### src/obj_video_pkg.sv
// ~~~~~~~~~~~~~~~~~~~~~~~~~~~~~~~~~~~~~~~~~~~~~~~~~~~~~~~~~~~~~~~~~~~~~~~~~~
// Object engine video types
// Raster positions and pixel colour widths
// ~~~~~~~~~~~~~~~~~~~~~~~~~~~~~~~~~~~~~~~~~~~~~~~~~~~~~~~~~~~~~~~~~~~~~~~~~~
`default_nettype none

package obj_video_pkg;

    // Visible columns held in one line buffer
    localparam int buf_len = 256;

    typedef logic [7:0] vpos_t;
    typedef logic [8:0] hpos_t;
    typedef logic [7:0] xpos_t;
    typedef logic [3:0] pix_idx_t;
    // Zero is transparent / background
    typedef logic [3:0] colour_t;

endpackage

`default_nettype wire

### src/obj_linebuf.sv
// ~~~~~~~~~~~~~~~~~~~~~~~~~~~~~~~~~~~~~~~~~~~~~~~~~~~~~~~~~~~~~~~~~~~~~~~~~~
// Ping-pong line buffer
// One bank takes the sprites of the next line, the other is shown at
// hdump and cleared behind the beam. Banks swap on hinit.
// ~~~~~~~~~~~~~~~~~~~~~~~~~~~~~~~~~~~~~~~~~~~~~~~~~~~~~~~~~~~~~~~~~~~~~~~~~~
`timescale 1ns/1ns
`default_nettype none

module obj_linebuf (
    input  logic                   clk,
    input  logic                   rst,
    input  logic                   hinit,
    input  logic                   pxl_cen,
    input  logic                   lhbl,
    input  obj_video_pkg::hpos_t   hdump,
    input  logic                   buf_we,
    input  obj_video_pkg::xpos_t   buf_addr,
    input  obj_video_pkg::colour_t buf_data,
    output obj_video_pkg::colour_t pxl
);

    // Bank being drawn while the other one is on screen
    logic                   bank;
    logic                   vis;
    obj_video_pkg::colour_t rd_bank [2];

    assign vis = hdump < obj_video_pkg::buf_len;

    for (genvar b = 0; b < 2; b++) begin : g_bank
        obj_video_pkg::colour_t mem [obj_video_pkg::buf_len] = '{default: '0};
        logic                   draw_side;

        assign draw_side  = bank == 1'(b);
        assign rd_bank[b] = mem[hdump[7:0]];

        always_ff @(posedge clk) begin
            if (draw_side) begin
                // First opaque write wins, so lower table entries stay on top
                if (buf_we && mem[buf_addr] == '0) begin
                    mem[buf_addr] <= buf_data;
                end
            end else if (pxl_cen && vis) begin
                mem[hdump[7:0]] <= '0;
            end
        end
    end

    always_ff @(posedge clk, posedge rst) begin
        if (rst) begin
            bank <= 1'b0;
            pxl  <= '0;
        end else begin
            if (hinit) begin
                bank <= ~bank;
            end
            if (pxl_cen) begin
                pxl <= (lhbl && vis) ? rd_bank[~bank] : '0;
            end
        end
    end

endmodule

`default_nettype wire

### config.mk
export PLATFORM = sky130hd
export DESIGN_NAME = obj_linebuf
export DESIGN_NICKNAME = d
export VERILOG_FILES = /design/src/obj_video_pkg.sv /design/src/obj_linebuf.sv
export SDC_FILE = /design/constraint.sdc
export NUM_CORES = 2
export LEC_CHECK = 0
export BUFFER_PORTS_ARGS = -buffer_cell sky130_fd_sc_hd__buf_2
export CAP_MARGIN = 10
export CORE_MARGIN = 2
export CORE_UTILIZATION = 40
export CTS_BUF_LIST = sky130_fd_sc_hd__clkbuf_8 sky130_fd_sc_hd__clkbuf_16
export DETAILED_ROUTE_END_ITERATION = 8
export PLACE_DENSITY_LB_ADDON = 0.12
export SYNTH_ARGS = -nofsm -noshare
export SYNTH_HDL_FRONTEND = slang
export SYNTH_SLANG_ARGS = --single-unit
### constraint.sdc
create_clock -name clk -period 8.1 [get_ports clk]
set_input_delay 1.62 -clock clk [delete_from_list [all_inputs] [get_ports clk]]
set_output_delay 1.62 -clock clk [all_outputs]
set_load 0.02 [all_outputs]
=== After elaboration in Yosys (flattened, before gate mapping) ===
Memories as Yosys holds them, arrays and structs flattened.
Index checks and enable logic that the tools add are counted.

* $lt $le $gt $ge: 2
* Multiplexer cells: 21
* Reductions and logical operators: 8
* Bitwise operators: 2

{| class="wikitable"
|+ Operator list
! cell !! count
|-
| 2-to-1 mux 4 bit || 6
|-
| 2-to-1 mux 8 bit || 2
|-
| 2-to-1 mux 1 bit || 13
|-
| < comparator 9 bit, second input constant || 1
|-
| logical NOT 4 bit || 2
|-
| OR reduction 4 bit || 2
|-
| logical AND 1 bit || 4
|-
| greater-or-equal comparator 2 bit, second input constant || 1
|-
| inverter 1 -> 2 bit || 1
|-
| inverter 1 bit || 1
|}

* Memories: 2
* Register bits: 5
* Input bits: 27
* Logic and storage cells: 37
* Bits in writable memories: 2,048
* Output and inout port bits: 4

{| class="wikitable"
|+ Memory list
! name !! depth !! width !! read ports !! clocked after Yosys merged registers in !! write ports !! line !! RTL
|-
| g_bank[0].mem || 256 || 4 || 2 || 0 || 1 || obj_linebuf.sv:30 || <nowiki>obj_video_pkg::colour_t mem [obj_video_pkg::buf_len] = '{default: '0};</nowiki>
|-
| g_bank[1].mem || 256 || 4 || 2 || 0 || 1 || obj_linebuf.sv:30 ||
|}

=== Logic depth before layout (Yosys ltp) ===
* Depth in word-level cells: 7
* Mapped depth: 14
* Depth with buffers taken out: 8

=== Worst setup path before layout ===
Ideal clock, no wire load.

* Path kind: input port to flip-flop
* Start: input port pxl_cen
* End: memory g_bank[1].mem[0][0] (netlist name) (data pin)
* Data required time: 6,654 ps
* Setup time: 1,446 ps
* Path buffers: 2
* Data arrival time: 8,434 ps
* Stages: 5
* Slack: -1,780 ps
* Cell sequence: inv_1 nor3_1 clkbuf_1 buf_1 nor2b_1

* Word-level cells in the longest chain between the ends: 6

{| class="wikitable"
|+ RTL lines
! what !! line !! RTL
|-
| start: declaration || obj_linebuf.sv:13 || <nowiki>input logic pxl_cen,</nowiki>
|-
| logical AND 1 bit || obj_linebuf.sv:42 || <nowiki>end else if (pxl_cen && vis) begin</nowiki>
|-
| 2-to-1 mux 1 bit || obj_linebuf.sv:42 ||
|-
| 2-to-1 mux 1 bit || obj_linebuf.sv:37 || <nowiki>if (draw_side) begin</nowiki>
|-
| 2-to-1 mux 1 bit (not written as such) || obj_linebuf.sv:43 || <nowiki>mem[hdump[7:0]] <= '0;</nowiki>
|-
| OR reduction 4 bit (no line) || n/a ||
|-
| 2-to-1 mux 4 bit (no line) || n/a ||
|-
| end: declaration || obj_linebuf.sv:30 ||
|}

Every way passes these cells.

=== Worst setup path after layout ===
* Start: input port buf_addr[3]
* End: memory g_bank[1].mem[54][2] (netlist name), enable pin

* Word-level cells in the longest chain between the ends: 7
* Elaborated cells on any way between the ends: 8
* Those cells by class: mux (5); reduce/logical (2); memory (1)

{| class="wikitable"
|+ RTL lines
! what !! line !! RTL
|-
| start: declaration || obj_linebuf.sv:17 || <nowiki>input obj_video_pkg::xpos_t buf_addr,</nowiki>
|-
| memory read (256 x 4 bit) || n/a ||
|-
| logical NOT 4 bit || obj_linebuf.sv:39 || <nowiki>if (buf_we && mem[buf_addr] == '0) begin</nowiki>
|-
| logical AND 1 bit || obj_linebuf.sv:39 ||
|-
| 2-to-1 mux 1 bit || obj_linebuf.sv:39 ||
|-
| 2-to-1 mux 1 bit || obj_linebuf.sv:37 ||
|-
| 2-to-1 mux 1 bit (not written as such) || obj_linebuf.sv:40 || <nowiki>mem[buf_addr] <= buf_data;</nowiki>
|-
| 2-to-1 mux 1 bit (no line) || n/a ||
|}

Parallel ways exist; a longest one is shown, timed or not.

==> impl_metrics.yaml <==
drt:
  wl_um: 334500
  ant_nets: 0
  drc: 0
  post_drt_wl_per_cell_um: 35.37
  vias: 61240
  drtPass1Iterations: 6
  avgViaCountPerCell: 6.476
  drt-initial-drc-count: 7758
logic_synthesis:
  ys_types: 77
  avgSynthCellArea_um2: 15.32
  yosys_warnings: 0
  ys_top_cells_by_area: "edfxtp_1, mux4_2, mux2i_1, nor3_1, nor2_1"
  synth_flop_cell: "edfxtp_1"
  synthTopCellsByCount: "edfxtp_1, nor3_1, nor2_1"
  synthArstFlopShare: 0.002435
  syn_inst: 6151
  synth_top_area_cell: "edfxtp_1"
  yosysSeqAreaShare: 0.6538
  synth_area_mm2: 0.09425
  synth_edf_count: 2048
  ys_ff_latch: 2053
  synth_top_area_share: 0.6525
  synthesis.nets: 6178
  synth.most_common_cell: "edfxtp_1"
floorplanning:
  start_util: 0.4015
  die_h_um: 489.4
  rows: 178
  die_area_mm2: 0.2395
  die_w_um: 489.4
  ios: 31
  core_area_mm2: 0.2347
layout:
  final_util: 0.4489
  drive_above_1_share: 0.1814
  area_growth_pct: 11.80
  multi_input_area_mm2: 0.03033
  final_nets: 6132
  fillers: 20770
  final-seq-area_mm2: 0.06162
cts:
  post-cts-setup-buffers: 0
  cts_buffers: 219
  clockBufferDepth: 3
  holdBufCountCts: 0
  cts.sinks: 2053
  root_buffer: "clkbuf_16"
  clk_pin_slew_ns: 0.06
  htreeDepth: 4
  clock_latency_ns: 0.91
  tritoncts: "built"
  cts_resized: 0
global_routing:
  grt-ovfl-total: 0
  grt_pass1_wl_um: 469000
  antenna_found_initial: 17
  grt_util_all_layers: 0.2762
  grt_max_degree: 167
  grt_pass1_vias: 61050
setup_path:
  critPathKind: "primary input to flip-flop"
  rrSetupSlack_ns: 3.36
  worstSetupStartpointType: "primary input"
  crit_fanout: 33
  critPathArrivalTime_ns: 6.33
  crit_family: "compound AO/OA/AOI/OAI gates"
  end_kind: "flip-flop"
  max_stage_delay_ns: 0.96
  worst-path-buf-inv: 2
  slowest_stage: "o21bai_4"
  worstPathCellList: "buf_4, inv_2, mux4_2, mux4_2, and4_1, a41oi_1, nand4_2, o21bai_4, nor2_1"
  worst_path_most_repeated_cell: "mux4_2"
  crit_required_ns: 8.66
pwr:
  pwr-share-clk: 0.414
  switching_share: 0.2569
  comb_power_share: 0.102
  power_frac_seq: 0.483
  p_leak_nw: 32.23
  switchingPower_mw: 6.371
  power_per_cell_area_mw_per_mm2: 235.4
  p_int_mw: 18.43
  ir_drop_uv: 210.7
sta:
  final-hold-violation-count: 0
  period_share: 0.7130
  fin_skew_ns: 0.04592
  slew_viol_final: 0
  rsz0062_at_grt: "no"
  hold_ws_ns: 0.7489
  max_freq_mhz: 173.2
  period_needed_ns: 5.775
  setup_ws_ns: 2.325
  max-slew-margin-rel: 0.08403
  worst_slew_pin_slew_ns: 1.370
  setup-violations-final: 0
worst_hold_path:
  hold_path.class: "primary input to async pin"
placement:
  place_congestion: 0.8896
  dp_hpwl_um: 215300
  port_buffers: 30
  place_ws_ns: 1.436
job:
  drv_cap: 0
outcome:
  status: "finished, final reports clean"
[cell usage in the layout, fill, tap and decap left out, types with 22 or more instances in the layout]
cell type / synthesis / layout
clkinv_2: 0 / 32
or4_1: 27 / 27
a211oi_1: 124 / 123
or3_1: 26 / 26
buf_4: 80 / 158
buf_12: 0 / 31
nor4_1: 269 / 269
o22ai_1: 41 / 41
bufinv_16: 0 / 29
o21ai_0: 52 / 51
a221oi_1: 31 / 31
edfxtp_1: 2048 / 2048
mux4_2: 538 / 538
a2111oi_0: 31 / 26
nand3_1: 28 / 28
o31ai_1: 24 / 22
clkbuf_16: 0 / 220
a31oi_1: 24 / 23
nor2_1: 559 / 554
nand2_1: 254 / 251
inv_1: 22 / 73
a22oi_1: 53 / 53
clkinv_1: 2 / 44
mux2i_1: 292 / 292
a21oi_1: 361 / 359
o221ai_1: 52 / 52
nor3_1: 567 / 565
[layout make-up]
type | count | area share
Clock inverter | 191 | 0.01729
Tap cell | 3150 | 0.03740
Clock buffer | 220 | 0.05225
Sequential cell | 2053 | 0.5848
Antenna cell | 11 | 0.0002612
Inverter | 26 | 0.001069
Timing Repair Buffer | 217 | 0.01903
Multi-Input combinational cell | 3588 | 0.2879
[power groups by stage]
stage / clock network (mW) / registers (mW) / logic (mW)
finish: 10.3 / 12.0 / 2.54
global route: 10.8 / 12.0 / 2.62
CTS: 10.4 / 12.0 / 2.52
detailed placement: 0 / 12.2 / 2.52
global placement: 0 / 12.2 / 2.53
floorplan: 0 / 12.3 / 1.33
[worst reg2reg max path, stage by stage, from the launching register on]
cell and delay (ns):
dfrtp_1 0.55, buf_4 0.31, nand2_1 0.58, o21ai_0 0.87, nand2_1 0.76, buf_4 0.50
nor4_1 0.78
[stage by stage]
stage / total power, mW / setup TNS, ns / std cells / area, um2
global placement: 14.74 / 0 / 9033 / 98000
floorplan: 13.66 / -3627.19 / 6151 / 94250
CTS: 24.89 / 0 / 9445 / 105300
finish: 24.80 / 0 / 9456 / 105400
detailed placement: 14.73 / 0 / 9034 / 98020
global route: 25.42 / 0 / 9449 / 105400
[final timing paths]
check / start / end / cells past startpoint
max in group asynchronous: rst / pxl[2] / 2
worst min register to register: pxl[0] / pxl[0] / 2
worst max-delay path: buf_addr[3] / g_bank[1].mem[54][2] / 9
min in group clk: pxl[0] / pxl[0] / 2
worst max register to register: bank / g_bank[0].mem[225][1] / 6
worst min-delay path: rst / bank / 2
[metal layers]
| metal | track usage | wire (um) |
|---|---|---|
| met1 | 0.3763 | 135400 |
| met2 | 0.4404 | 157400 |
| met5 | 0 | 0 |
| met3 | 0.04412 | 25840 |
| met4 | 0.1183 | 15800 |
[sequential cells by signal, indices dropped and copies added, names as in the netlist]
signal,count
g_bank.mem,2048
pxl,4
bank,1
[cells by family (layout without fill, tap and decap cells)]
kind of cell    count (synthesis)  count (layout)  share of synthesized area
buf+inv                       510             654                    0.02727
simple gates                 1822            1822                    0.09243
other cells                     0              11                          0
mux                           844             844                     0.1612
flops                        2053            2053                     0.6538
compound gates                921             921                    0.06514
xor+xnor                        1               1                 0.00009294
(Power assumes the default switching activity.)
