===== config.mk =====
export PLATFORM = sky130hd
export DESIGN_NAME = obj_scan
export DESIGN_NICKNAME = d
export VERILOG_FILES = /design/src/obj_cfg_pkg.sv /design/src/obj_video_pkg.sv /design/src/obj_scan.sv
export SDC_FILE = /design/constraint.sdc
export NUM_CORES = 1
export LEC_CHECK = 0
export ABC_AREA = 1
export BUFFER_PORTS_ARGS = -buffer_cell sky130_fd_sc_hd__clkbuf_2
export CAP_MARGIN = 10
export CELL_PAD_IN_SITES_DETAIL_PLACEMENT = 0
export CELL_PAD_IN_SITES_GLOBAL_PLACEMENT = 2
export CORE_ASPECT_RATIO = 2
export CORE_UTILIZATION = 36
export CTS_CLUSTER_SIZE = 8
export DETAILED_ROUTE_END_ITERATION = 8
export PLACE_DENSITY_LB_ADDON = 0.1
export SYNTH_ARGS = -nofsm -noshare
export SYNTH_HDL_FRONTEND = slang
export SYNTH_SLANG_ARGS = --single-unit

===== constraint.sdc =====
create_clock -name clk -period 2.75 [get_ports clk]
set_input_delay 0.275 -clock clk [delete_from_list [all_inputs] [get_ports clk]]
set_output_delay 0.275 -clock clk [all_outputs]
set_load 0.005 [all_outputs]

===== src/obj_cfg_pkg.sv =====
// ~~~~~~~~~~~~~~~~~~~~~~~~~~~~~~~~~~~~~~~~~~~~~~~~~~~~~~~~~~~~~~~~~~~~~~~~~~
// Object engine configuration
// Object table layout, sprite geometry and graphics ROM addressing
// ~~~~~~~~~~~~~~~~~~~~~~~~~~~~~~~~~~~~~~~~~~~~~~~~~~~~~~~~~~~~~~~~~~~~~~~~~~
`default_nettype none

package obj_cfg_pkg;

    // Table geometry
    localparam int obj_count = 24;
    localparam int obj_bytes = 4;
    localparam int ram_aw    = 7;
    // Sprites are square
    localparam int obj_size  = 16;

    typedef logic [ram_aw-1:0] obj_addr_t;
    typedef logic [7:0]        obj_byte_t;
    typedef logic [7:0]        code_t;
    // Bit 7 vflip, bit 6 hflip, bits 3..0 palette
    typedef logic [7:0]        attr_t;
    typedef logic [3:0]        pal_t;
    typedef logic [3:0]        vsub_t;
    // {code, row, half}
    typedef logic [12:0]       rom_addr_t;
    // Eight 4-bit pixels, leftmost in bits 31..28
    typedef logic [31:0]       rom_word_t;
    // {palette, pixel index}
    typedef logic [7:0]        prom_addr_t;

endpackage

`default_nettype wire


===== src/obj_video_pkg.sv =====
// ~~~~~~~~~~~~~~~~~~~~~~~~~~~~~~~~~~~~~~~~~~~~~~~~~~~~~~~~~~~~~~~~~~~~~~~~~~
// Object engine video types
// Raster positions and pixel colour widths
// ~~~~~~~~~~~~~~~~~~~~~~~~~~~~~~~~~~~~~~~~~~~~~~~~~~~~~~~~~~~~~~~~~~~~~~~~~~
`default_nettype none

package obj_video_pkg;

    // Visible columns held in one line buffer
    localparam int buf_len = 256;

    typedef logic [7:0] vpos_t;
    typedef logic [8:0] hpos_t;
    typedef logic [7:0] xpos_t;
    typedef logic [3:0] pix_idx_t;
    // Zero is transparent / background
    typedef logic [3:0] colour_t;

endpackage

`default_nettype wire


===== src/obj_scan.sv =====
// ~~~~~~~~~~~~~~~~~~~~~~~~~~~~~~~~~~~~~~~~~~~~~~~~~~~~~~~~~~~~~~~~~~~~~~~~~~
// Object table scanner
// Walks all table entries once per line, four bytes each, and passes
// the objects that cover vrender to the draw unit
// ~~~~~~~~~~~~~~~~~~~~~~~~~~~~~~~~~~~~~~~~~~~~~~~~~~~~~~~~~~~~~~~~~~~~~~~~~~
`timescale 1ns/1ns
`default_nettype none

module obj_scan (
    input  logic                   clk,
    input  logic                   rst,
    input  logic                   hinit,
    input  obj_video_pkg::vpos_t   vrender,
    // Table read port, one cycle latency
    output obj_cfg_pkg::obj_addr_t scan_addr,
    input  obj_cfg_pkg::obj_byte_t scan_data,
    // Draw unit handoff
    input  logic                   busy,
    output logic                   draw,
    output obj_cfg_pkg::code_t     code,
    output obj_video_pkg::xpos_t   xpos,
    output obj_cfg_pkg::pal_t      pal,
    output logic                   hflip,
    output logic                   vflip,
    output obj_cfg_pkg::vsub_t     vsub
);

    typedef enum logic [2:0] {
        idle,
        read_y,
        read_code,
        read_x,
        read_attr,
        issue
    } scan_state_t;

    scan_state_t            state;
    obj_video_pkg::vpos_t   ydiff;
    obj_cfg_pkg::code_t     code_q;
    obj_video_pkg::xpos_t   x_q;
    obj_cfg_pkg::attr_t     attr;
    logic                   last_entry;

    // Attribute byte is on the bus while in issue
    assign attr       = scan_data;
    assign last_entry = scan_addr == obj_cfg_pkg::obj_addr_t'(
                        obj_cfg_pkg::obj_count * obj_cfg_pkg::obj_bytes - 1);

    // The address runs one state ahead of the data
    always_ff @(posedge clk, posedge rst) begin
        if (rst) begin
            state     <= idle;
            scan_addr <= '0;
            draw      <= 1'b0;
        end else begin
            draw <= 1'b0;
            if (hinit) begin
                state     <= read_y;
                scan_addr <= '0;
            end else begin
                case (state)
                    read_y:    begin
                        scan_addr <= scan_addr + 1'b1;
                        state     <= read_code;
                    end
                    read_code: begin
                        scan_addr <= scan_addr + 1'b1;
                        state     <= read_x;
                    end
                    read_x:    begin
                        scan_addr <= scan_addr + 1'b1;
                        state     <= read_attr;
                    end
                    read_attr: state <= issue;
                    issue:     if (!busy) begin
                        // Only objects covering this line get drawn
                        draw      <= ydiff < obj_cfg_pkg::obj_size;
                        scan_addr <= scan_addr + 1'b1;
                        state     <= last_entry ? idle : read_y;
                    end
                    default:   state <= idle;
                endcase
            end
        end
    end

    always_ff @(posedge clk) begin
        case (state)
            // Y is stored inverted
            read_code: ydiff  <= vrender - obj_video_pkg::vpos_t'(~scan_data);
            read_x:    code_q <= scan_data;
            read_attr: x_q    <= scan_data;
            issue:     if (!busy) begin
                code  <= code_q;
                xpos  <= x_q;
                pal   <= obj_cfg_pkg::pal_t'(attr[3:0]);
                hflip <= attr[6];
                vflip <= attr[7];
                vsub  <= obj_cfg_pkg::vsub_t'(ydiff[3:0]);
            end
            default: ;
        endcase
    end

endmodule

`default_nettype wire


* Word level (Yosys, flattened, before mapping)
Index checks and enable logic that the tools add are counted.
** Operators by class
- $add $sub $neg :: 2
- Magnitude comparators :: 1
- Equality and inequality tests :: 7
- Multiplexer cells :: 10
- Bitwise operators :: 2
- Reduce and logical (&&, ||, !) cells :: 4
** Operators with widths (number)
- $pmux W3 S5 :: 1
- $mux W7 :: 2
- $pmux W7 S2 :: 1
- $lt A8 B5 Y1 const B :: 1
- $not A8 Y8 :: 1
- $sub A8 B8 Y8 :: 1
- $add A7 B1 Y7 const B :: 1
- $eq A7 B7 Y1 const B :: 1
- $eq A3 B2 Y1 const B :: 2
- $eq A3 B3 Y1 const B :: 2
- $mux W3 :: 2
- $mux W1 :: 4
- $reduce_and A2 Y1 :: 2
- $eq A3 B1 Y1 const B :: 1
- $ne A3 B3 Y1 const B :: 1
- $reduce_bool A3 Y1 :: 1
- $reduce_or A3 Y1 :: 1
- $not A1 Y1 :: 1
** Word-level totals
- Register bits :: 61
- Bits of input ports :: 20
- Output and inout bits :: 34
- Word-level logic and storage cells :: 38

* Depth between registers and ports, before layout
Gate-level depths: netlist (run 1).
- Word-level depth :: 5
- Gate-level depth with buffers :: 9
- Depth with buffers taken out :: 9

* Worst setup path before layout (run 1)
No wires, ideal clock.
- Path type :: reg2reg
- Start :: register state[1]
- End :: register code[0] (enable)
- Library setup time :: 0.410 ns
- Arrival :: 1.785 ns
- Data required time :: 2.340 ns
- Path slack :: 0.555 ns
- Stages on the path, launching flop included :: 6
- Buffers on the path :: 0
- Clock period less this slack :: 2.195 ns
- Cells stage by stage :: dfrtp_1 inv_2 nand2_2 inv_2 nand2_1 nor2_1
** Between the ends
- Word-level cells in the longest chain between the ends :: 2
** RTL lines
- start, declared :: RTL line obj_scan.sv:37 : scan_state_t state;
- start signal, assigned :: RTL line obj_scan.sv:52 : state <= idle;
- start signal, assigned :: RTL line obj_scan.sv:58 : state <= read_y;
- start signal, assigned :: RTL line obj_scan.sv:64 : state <= read_code;
- $eq A3 B3 Y1 :: RTL line obj_scan.sv:88 : case (state)
- $reduce_and A2 Y1 (no line)
- end signal, assigned :: RTL line obj_scan.sv:94 : code <= code_q;
- end, declared :: RTL line obj_scan.sv:20 : output obj_cfg_pkg::code_t code,
No other way between the ends.
A chain may end at the register's enable or synchronous reset.

* Worst setup path in the final report (run 1)
- Start :: register state[1]
- End :: register code[2] (enable)
The elaborated chain is that of the path after synthesis.

==> qor.yml, run 1 <==
run_status:
  status: "completed"
worst_setup_path:
  crit_required_ns: 2.76
  arrival_ns: 1.83
  end_kind: "flip-flop"
  worstReg2RegStart: "state[1]"
  crit_path_top_delay_cell: "nor2_2"
  r2r-end: "code[2]"
  critical_path.max_stage_delay_ns: 0.47
  start_kind: "flip-flop"
  reg2regPathDepth: 6
  worstPathCellList: "inv_2 -> nand2_2 -> inv_2 -> nand2_1 -> nor2_2 -> buf_4"
  crit_type: "reg2reg"
  reg2reg_setup_slack_ns: 0.93
  path_max_fanout: 15
  cp_common_cell: "inv_2"
min_path:
  hold_start: "scan_data[5]"
  min_path_cells: 1
  hold_path_end: "code_q[5]"
  hp-class: "in2reg"
global_route:
  overflow: 0
  grtUsageTotal: 0.160
  antenna_found_initial: 0
  grt_pass1_wl_um: 7850
  grt_pass1_vias: 1565
  grt_start_max_net_pins: 16
die:
  rows: 42
  initial_core_util: 0.375
  num_io_pins: 54
  die_x_um: 60.7
  coreArea_um2: 6620
  chipHeight_um: 119
  dieArea_um2: 7240
clocking:
  cts-root-buf: "clkbuf_16"
  post_cts_buffers: 0
  clock_latency_ns: 0.32
  cts_buffer_depth: 2
  hold_buffers: 1
  cts.sinks: 61
  clk_pin_slew_ns: 0.05
  ctsResizeCount: 0
  cts_tree: "done"
  htreeDepth: 3
  cts_buffers: 9
drt:
  drtAntennaViolNets: 0
  wl_um: 5080
  drt_iter0_markers: 45
  vias: 1568
  firstDrtPassIters: 4
  wl_per_cell_um: 14.5
  viasPerCell: 4.49
  route.detailed.drc: 0
logic_synthesis:
  synth.avg_cell_area_um2: 13.1
  yosysUniqueCellTypes: 26
  ys.flop_type: "edfxtp_1"
  synth_area_um2: 2480
  synth_enable_flop_cells: 50
  yosysSeqAreaShare: 0.716
  ys_ff_latch: 61
  synth_top_cell_by_area: "edfxtp_1"
  syn_inst: 189
  syn_nets: 218
  yosys_warnings: 0
  synthTopCellsByArea: "edfxtp_1 61%, dfrtp_1 11%, nand2_1 6.4%"
  async_flop_share: 0.180
  synth_top_area_share: 0.605
timing:
  clock_skew_ns: 0.00618
  final.setup.tns_ns: 0
  drv_slew: 0
  final-hold-violation-count: 0
  period_share: 0.662
  slew_headroom: 0.410
  timing.final.crit_period_ns: 1.82
  finalSetupViolations: 0
  rsz0062_at_grt: "false"
  worst_slew_pin_slew_ns: 0.881
  fmax_mhz: 549
power:
  vdd_drop_max_v: 0.000437
  switching_share: 0.220
  p_comb_frac: 0.092
  p_int_mw: 1.85
  seqPwrFrac: 0.467
  switching_power_mw: 0.522
  power_frac_clock: 0.440
  p_leak_nw: 1.36
  p_per_area_nw_per_um2: 749
  power_mw: 2.37
place:
  place_hpwl_um: 3960
  port_buffers: 53
  gp_congestion: 0.713
cells_and_area:
  nets: 285
  area_growth_pct: 27.5
  multi_input_area_um2: 642
  final_layout_size_suffix_gt1_frac: 0.307
  nFillCells: 649
  seqCellArea_um2: 1780
  antennaDiodeCount: 0
flow_run:
  drv_cap: 0
area by class of cell:
cell class              count  area share
flip-flops and latches     61       0.562
multi-input cells         111       0.203
repair buffers             56      0.0918
clock buffers              13      0.0760
well taps                  88      0.0348
inverters                  17      0.0202
clock inverters             3      0.0123
logic make-up (layout without fill, tap and decap cells):
| kind of cell | count (synthesis) | count (layout) | synth area share |
|---|---|---|---|
| AND/OR/NAND/NOR | 84 | 84 | 0.158 |
| flip-flops | 61 | 61 | 0.716 |
| buffers and inverters | 17 | 89 | 0.0257 |
| AO/OA/AOI/OAI | 11 | 11 | 0.0262 |
| adder cells (fa/ha/maj) | 9 | 9 | 0.0484 |
| XOR/XNOR | 7 | 7 | 0.0247 |
sequential cells by signal (all words and copies together), names as in the netlist:
name,cells
code_q,8
hflip,1
xpos,8
vsub,4
pal,4
ydiff,8
draw,1
state,3
code,8
x_q,8
vflip,1
scan_addr,7
power groups by stage:
| stage | registers [mW] | logic (mW) | clock network (mW) |
|---|---|---|---|
| floorplan | 1.12 | 0.134 | 0 |
| global placement | 1.12 | 0.222 | 0 |
| detailed placement | 1.12 | 0.224 | 0 |
| CTS | 1.11 | 0.226 | 1.06 |
| global route | 1.11 | 0.253 | 1.11 |
| finish | 1.11 | 0.219 | 1.04 |
metrics by stage:
| stage | utilization | worst slack [ns] | hold slack [ns] | instance area [um2] | instances |
|---|---|---|---|---|---|
| floorplan | - | 0.555 | 0.127 | 2480 | 189 |
| global placement | 0.434 | 0.926 | 0.323 | 2870 | 332 |
| detailed placement | 0.434 | 0.897 | 0.308 | 2870 | 332 |
| CTS | 0.478 | 0.887 | 0.169 | 3160 | 349 |
| global route | 0.478 | 0.776 | 0.172 | 3160 | 349 |
| finish | 0.478 | 0.929 | 0.175 | 3160 | 349 |
cell usage after synthesis, types with 2 or more instances:
cell type,number
edfxtp_1,50
nand2_1,42
nand3_1,14
inv_1,13
nor2_1,13
dfrtp_1,11
ha_1,8
xor2_1,6
a21oi_1,4
inv_2,4
nand2_2,3
nor3_1,3
o21ai_0,3
nand4_1,2
o21ai_2,2
routing by layer:
layer  GRT usage  vias to the layer above  part of all wire
met4      0.0767                        0             0.022
met1       0.145                      738              0.33
met5           0                        -                 0
li1            -                      783                 -
met2       0.296                       38              0.61
met3      0.0521                        9             0.043
layout by cell type, fill, tap and decap left out, drive strengths merged, types with 2 or more instances in the layout:
cell,Yosys,routed
clkbuf,0,66
edfxtp,50,50
nand2,46,46
inv,17,17
nand3,16,16
nor2,14,14
dfrtp,11,11
ha,8,8
xor2,6,6
o21ai,6,6
a21oi,4,4
nor3,3,3
nand4,2,2
buf,0,2
clkinv,0,2
worst max-delay path by stage:
stage | start | to | slack, ns
floorplan | state[1] | code[0] | 0.55
global placement | state[1] | code[0] | 0.93
detailed placement | state[1] | code[2] | 0.90
CTS | state[1] | code[2] | 0.89
global route | state[1] | pal[3] | 0.78
finish | state[1] | code[2] | 0.93
worst max-delay path, delay by kind of cell (launching register included):
kind / cells / cell delay, ns
simple gates: 3 / 0.65
buf+inv: 3 / 0.46
flops: 1 / 0.39
Note: power is estimated with default switching activity, not from simulation.
==> run 2: changes to the inputs <==
--- a/config.mk
+++ b/config.mk
@@ -11,7 +11,7 @@
 export CELL_PAD_IN_SITES_DETAIL_PLACEMENT = 0
 export CELL_PAD_IN_SITES_GLOBAL_PLACEMENT = 2
 export CORE_ASPECT_RATIO = 2
-export CORE_UTILIZATION = 36
+export CORE_UTILIZATION = 32
 export CTS_CLUSTER_SIZE = 8
 export DETAILED_ROUTE_END_ITERATION = 8
 export PLACE_DENSITY_LB_ADDON = 0.1
==> constraint.sdc (replaced) <==
create_clock -name clk -period 1.46 [get_ports clk]
set_input_delay 0.146 -clock clk [delete_from_list [all_inputs] [get_ports clk]]
set_output_delay 0.146 -clock clk [all_outputs]
set_load 0.005 [all_outputs]
==> run 2 against run 1 <==
Net effect: final cell count rose by 4.3%; clock skew decreased by 0.0012 ns; clock-buffer cell count decreased by 3; non-clock buffer count up 10; die area up 12%; sequential share of layout area fell by 2.1 points; worst hold slack got worse by 0.13 ns; highest routed layer unchanged.
==> qor.yml, run 2 (synthesis gave the netlist of run 1 again) <==
clocking:
  clock_latency_ns: 0.31
  cts_buffers: 9
  cts-root-buf: "clkbuf_16"
  cts_tree: "done"
  clk_pin_slew_ns: 0.05
  ctsResizeCount: 0
  htreeDepth: 3
  cts.sinks: 61
  cts_buffer_depth: 2
run_status:
  status: "completed"
worst_setup_path:
  reg2reg_setup_slack_ns: 0.11
  arrival_ns: 1.38
  crit_required_ns: 1.48
  worstReg2RegStart: "state[1]"
  reg2regPathDepth: 6
  crit_type: "reg2reg"
  path_max_fanout: 14
  r2r-end: "vsub[0]"
  start_kind: "flip-flop"
  end_kind: "flip-flop"
global_route:
  grt_pass1_vias: 1606
  grt_pass1_wl_um: 8020
  grt_start_max_net_pins: 15
  antenna_found_initial: 0
  overflow: 0
  grtUsageTotal: 0.138
power:
  p_per_area_nw_per_um2: 1380
  power_mw: 4.54
  p_leak_nw: 1.42
  vdd_drop_max_v: 0.000730
drt:
  wl_um: 4980
  firstDrtPassIters: 4
  drtAntennaViolNets: 0
  route.detailed.drc: 0
  wl_per_cell_um: 13.7
  viasPerCell: 4.51
  drt_iter0_markers: 46
  vias: 1640
min_path:
  min_path_cells: 1
  hold_path_end: "code_q[5]"
  hp-class: "in2reg"
  hold_start: "scan_data[5]"
place:
  place_hpwl_um: 3860
  gp_congestion: 0.684
  placedInstanceArea_um2: 2990
  pre_cts_slack_ns: -0.0392
  port_buffers: 53
timing:
  final-hold-violation-count: 0
  setup_ws_ns: 0.108
  fmax_mhz: 739
  timing.final.crit_period_ns: 1.35
  finalSetupViolations: 0
  hold_slack_ns: 0.0429
  period_share: 0.926
  worst_slew_pin_slew_ns: 0.478
  slew_headroom: 0.681
  clock_skew_ns: 0.00498
  rsz0062_at_grt: "false"
  drv_slew: 0
die:
  rows: 45
  chipHeight_um: 126
  num_io_pins: 54
  coreArea_um2: 7540
  initial_core_util: 0.329
  die_x_um: 64.2
  dieArea_um2: 8130
cells_and_area:
  nFillCells: 773
  antennaDiodeCount: 0
  final_layout_size_suffix_gt1_frac: 0.344
  final_cell_mix: "53 x clkbuf_2, 50 x edfxtp_1, 42 x nand2_1"
  area_growth_pct: 32.5
  fin_area_um2: 3290
  nets: 295
  final_common_cell: "clkbuf_2"
flow_run:
  drv_cap: 0
==> run 2: changes by cell type in the layout (fill, tap and decap cells not counted), sizes merged <==
cell / before / now
clkinvlp: 0 / 1
buf: 2 / 12
clkbuf: 66 / 63
clkinv: 2 / 3
==> run 2: cell type report <==
type,count,area (um2),area share
clock inverter,5,51.3,0.0156
clock buffer,10,239,0.0727
inverter,17,63.8,0.0194
tap,94,118,0.0358
sequential,61,1780,0.541
multi-input combinational,111,647,0.197
timing repair buffer,66,390,0.119
==> run 2: worst max-delay path by stage <==
stage            startpoint        to  slack (ns)  depth (start not counted)
6_report           state[1]   vsub[0]        0.11                          6
5_1_grt            state[1]    pal[3]        0.01                          6
4_1_cts            state[1]    pal[3]        0.09                          6
3_5_place_dp   scan_data[0]  ydiff[6]       -0.04                          9
3_3_place_gp   scan_data[0]  ydiff[6]       -0.03                          9
2_1_floorplan      state[0]  ydiff[0]       -0.04                          1
==> run 2: timing repair <==
item / CTS / global route
hold buffers: 1 / 0
setup buffers: 0 / 0
endpoints found under the hold margin: 11 / 0
==> run 2: metal layers <==
metal | global-route usage | wire [um]
met1 | 0.134 | 1740
met2 | 0.254 | 3020
met3 | 0.0369 | 150
met4 | 0.0784 | 71
met5 | 0 | 0
==> run 2: report_power, final <==
group	switching [mW]	internal [mW]
combinational	0.276	0.191
clock	0.665	1.34
sequential	0.0588	2.01
==> run 2: critical path, stage by stage, from the launching register on <==
cell     delay, ns
dfrtp_1       0.40
inv_2         0.07
nand2_2       0.08
inv_2         0.06
nand2_1       0.10
nor2_4        0.18
buf_12        0.17
==> run 2: stage by stage <==
stage / utilization / setup TNS [ns] / cells
after global routing: 0.435 / 0 / 364
final: 0.435 / 0 / 364
after floorplan: - / -1.13 / 189
after detailed placement: 0.396 / -0.0514 / 348
after global placement: 0.396 / -0.0446 / 348
after CTS: 0.435 / 0 / 364
==> run 3: changes to the inputs <==
--- a/config.mk
+++ b/config.mk
@@ -6,7 +6,7 @@
 export NUM_CORES = 1
 export LEC_CHECK = 0
 export ABC_AREA = 1
-export BUFFER_PORTS_ARGS = -buffer_cell sky130_fd_sc_hd__clkbuf_2
+export BUFFER_PORTS_ARGS = -buffer_cell sky130_fd_sc_hd__buf_2
 export CAP_MARGIN = 10
 export CELL_PAD_IN_SITES_DETAIL_PLACEMENT = 0
 export CELL_PAD_IN_SITES_GLOBAL_PLACEMENT = 2
==> run 3 against run 2 <==
Net effect: worst setup slack worse by 0.0019 ns; worst hold slack lost 0.0072 ns; sequential share of layout area shrank 0.18 points; clock-buffer cell count is 1 higher; sequential power hardly changed; clock skew barely moved; global-route usage is 0.14 points lower; critical path type unchanged; highest routed layer unchanged.
==> qor.yml, run 3 (synthesis gave the netlist of run 1 again) <==
die:
  rows: 45
  dieArea_um2: 8130
  num_io_pins: 54
  initial_core_util: 0.329
  coreArea_um2: 7540
  die_x_um: 64.2
  chipHeight_um: 126
clocking:
  clock_latency_ns: 0.32
  cts_tree: "done"
  clk_pin_slew_ns: 0.05
  ctsResizeCount: 0
  hold_buffers: 1
  post_cts_buffers: 0
  cts_buffers: 9
  cts_buffer_depth: 2
  cts.sinks: 61
  htreeDepth: 3
  cts-root-buf: "clkbuf_16"
drt:
  vias: 1630
  firstDrtPassIters: 4
  route.detailed.drc: 0
  wl_um: 5040
  drt_iter0_markers: 32
  wl_per_cell_um: 13.8
  viasPerCell: 4.45
  drtAntennaViolNets: 0
timing:
  fmax_mhz: 738
  rsz0062_at_grt: "false"
  finalSetupViolations: 0
  drv_slew: 0
  clock_skew_ns: 0.00540
  slew_headroom: 0.666
  final.setup.tns_ns: 0
  setup_ws_ns: 0.106
  final-hold-violation-count: 0
  period_share: 0.928
  timing.final.crit_period_ns: 1.35
  worst_slew_pin_slew_ns: 0.500
  hold_slack_ns: 0.0357
place:
  port_buffers: 53
  gp_congestion: 0.679
  pre_cts_slack_ns: -0.0508
  place_hpwl_um: 3910
power:
  power_frac_clock: 0.444
  p_comb_frac: 0.107
  p_per_area_nw_per_um2: 1390
  p_int_mw: 3.57
  switching_share: 0.223
  switching_power_mw: 1.02
  seqPwrFrac: 0.450
  p_leak_nw: 1.42
  vdd_drop_max_v: 0.000680
worst_setup_path:
  crit_type: "reg2reg"
  critical_path.max_stage_delay_ns: 0.41
  cp_common_cell: "inv_2"
  crit_path_top_delay_cell: "dfrtp_1"
  start_kind: "flip-flop"
  arrival_ns: 1.39
  cp_top_family: "flip-flops"
  crit_required_ns: 1.49
  worstPathCellList: "inv_2 -> nand2_2 -> inv_2 -> nand2_1 -> nor2_4 -> buf_12"
  end_kind: "flip-flop"
  path_max_fanout: 14
  path_buf_inv: 3
cells_and_area:
  final_layout_size_suffix_gt1_frac: 0.346
  area_growth_pct: 32.9
  nets: 296
  antennaDiodeCount: 0
  final_cell_mix: "53 x buf_2, 50 x edfxtp_1, 42 x nand2_1"
  final_common_cell: "buf_2"
run_status:
  status: "completed"
global_route:
  antenna_found_initial: 0
  grtUsageTotal: 0.137
  grt_pass1_vias: 1586
  overflow: 0
  grt_pass1_wl_um: 7890
  grt_start_max_net_pins: 15
flow_run:
  drv_cap: 0
min_path:
  hp-class: "in2reg"
[run 3: changes by cell type in the layout (fill, tap and decap cells not counted)]
cell      change
buf_2        +53
buf_4         +1
clkbuf_1      +1
clkbuf_2     -53
[run 3: worst reg2reg max path: cells and delay by family, from the launching register on]
kind	cells	cell delay, ns
simple gates	3	0.34
buf+inv	3	0.31
flops	1	0.41
[run 3: worst paths after layout]
kind                              startpoint           end  slack, ns  cells past startpoint
worst min-delay path            scan_data[5]     code_q[5]       0.04                      1
min in group asynchronous                rst  scan_addr[5]       0.40                      3
worst max register to register      state[1]        pal[3]       0.11                      6
worst max-delay path                state[1]        pal[3]       0.11                      6
worst min register to register      ydiff[0]       vsub[0]       0.41                      0
max in group asynchronous                rst      state[1]       0.73                      3
[run 3: power by group through the flow]
stage                     logic (mW)  registers, mW  clock network (mW)
after floorplan                0.254           2.10                   0
after global placement         0.500           2.10                   0
after detailed placement       0.504           2.10                   0
after CTS                      0.509           2.06                2.10
after global routing           0.556           2.07                2.16
final                          0.490           2.06                2.04
[run 3: layout make-up]
class                   instances  area [um2]
well taps                      94         118
fillers                       780        4250
multi-input cells             111         647
repair buffers                 67         398
inverters                      17        63.8
clock buffers                  11         243
clock inverters                 5        51.3
flip-flops and latches         61        1780
[run 3: metrics by stage]
stage / area [um2] / util / instances / total power, mW
finish: 3300 / 0.437 / 366 / 4.59
CTS: 3300 / 0.437 / 366 / 4.67
global placement: 2990 / 0.397 / 349 / 2.60
global route: 3300 / 0.437 / 366 / 4.79
detailed placement: 2990 / 0.397 / 349 / 2.60
floorplan: 2490 / - / 189 / 2.36
[run 3: per-layer routing]
| metal | part of all wire | GRT usage | vias to the layer above | wire (um) |
|---|---|---|---|---|
| met5 | 0 | 0 | - | 0 |
| met1 | 0.34 | 0.125 | 774 | 1710 |
| met4 | 0.028 | 0.0784 | 0 | 141 |
| met2 | 0.59 | 0.259 | 36 | 2980 |
| met3 | 0.040 | 0.0378 | 10 | 204 |
| li1 | - | - | 810 | - |
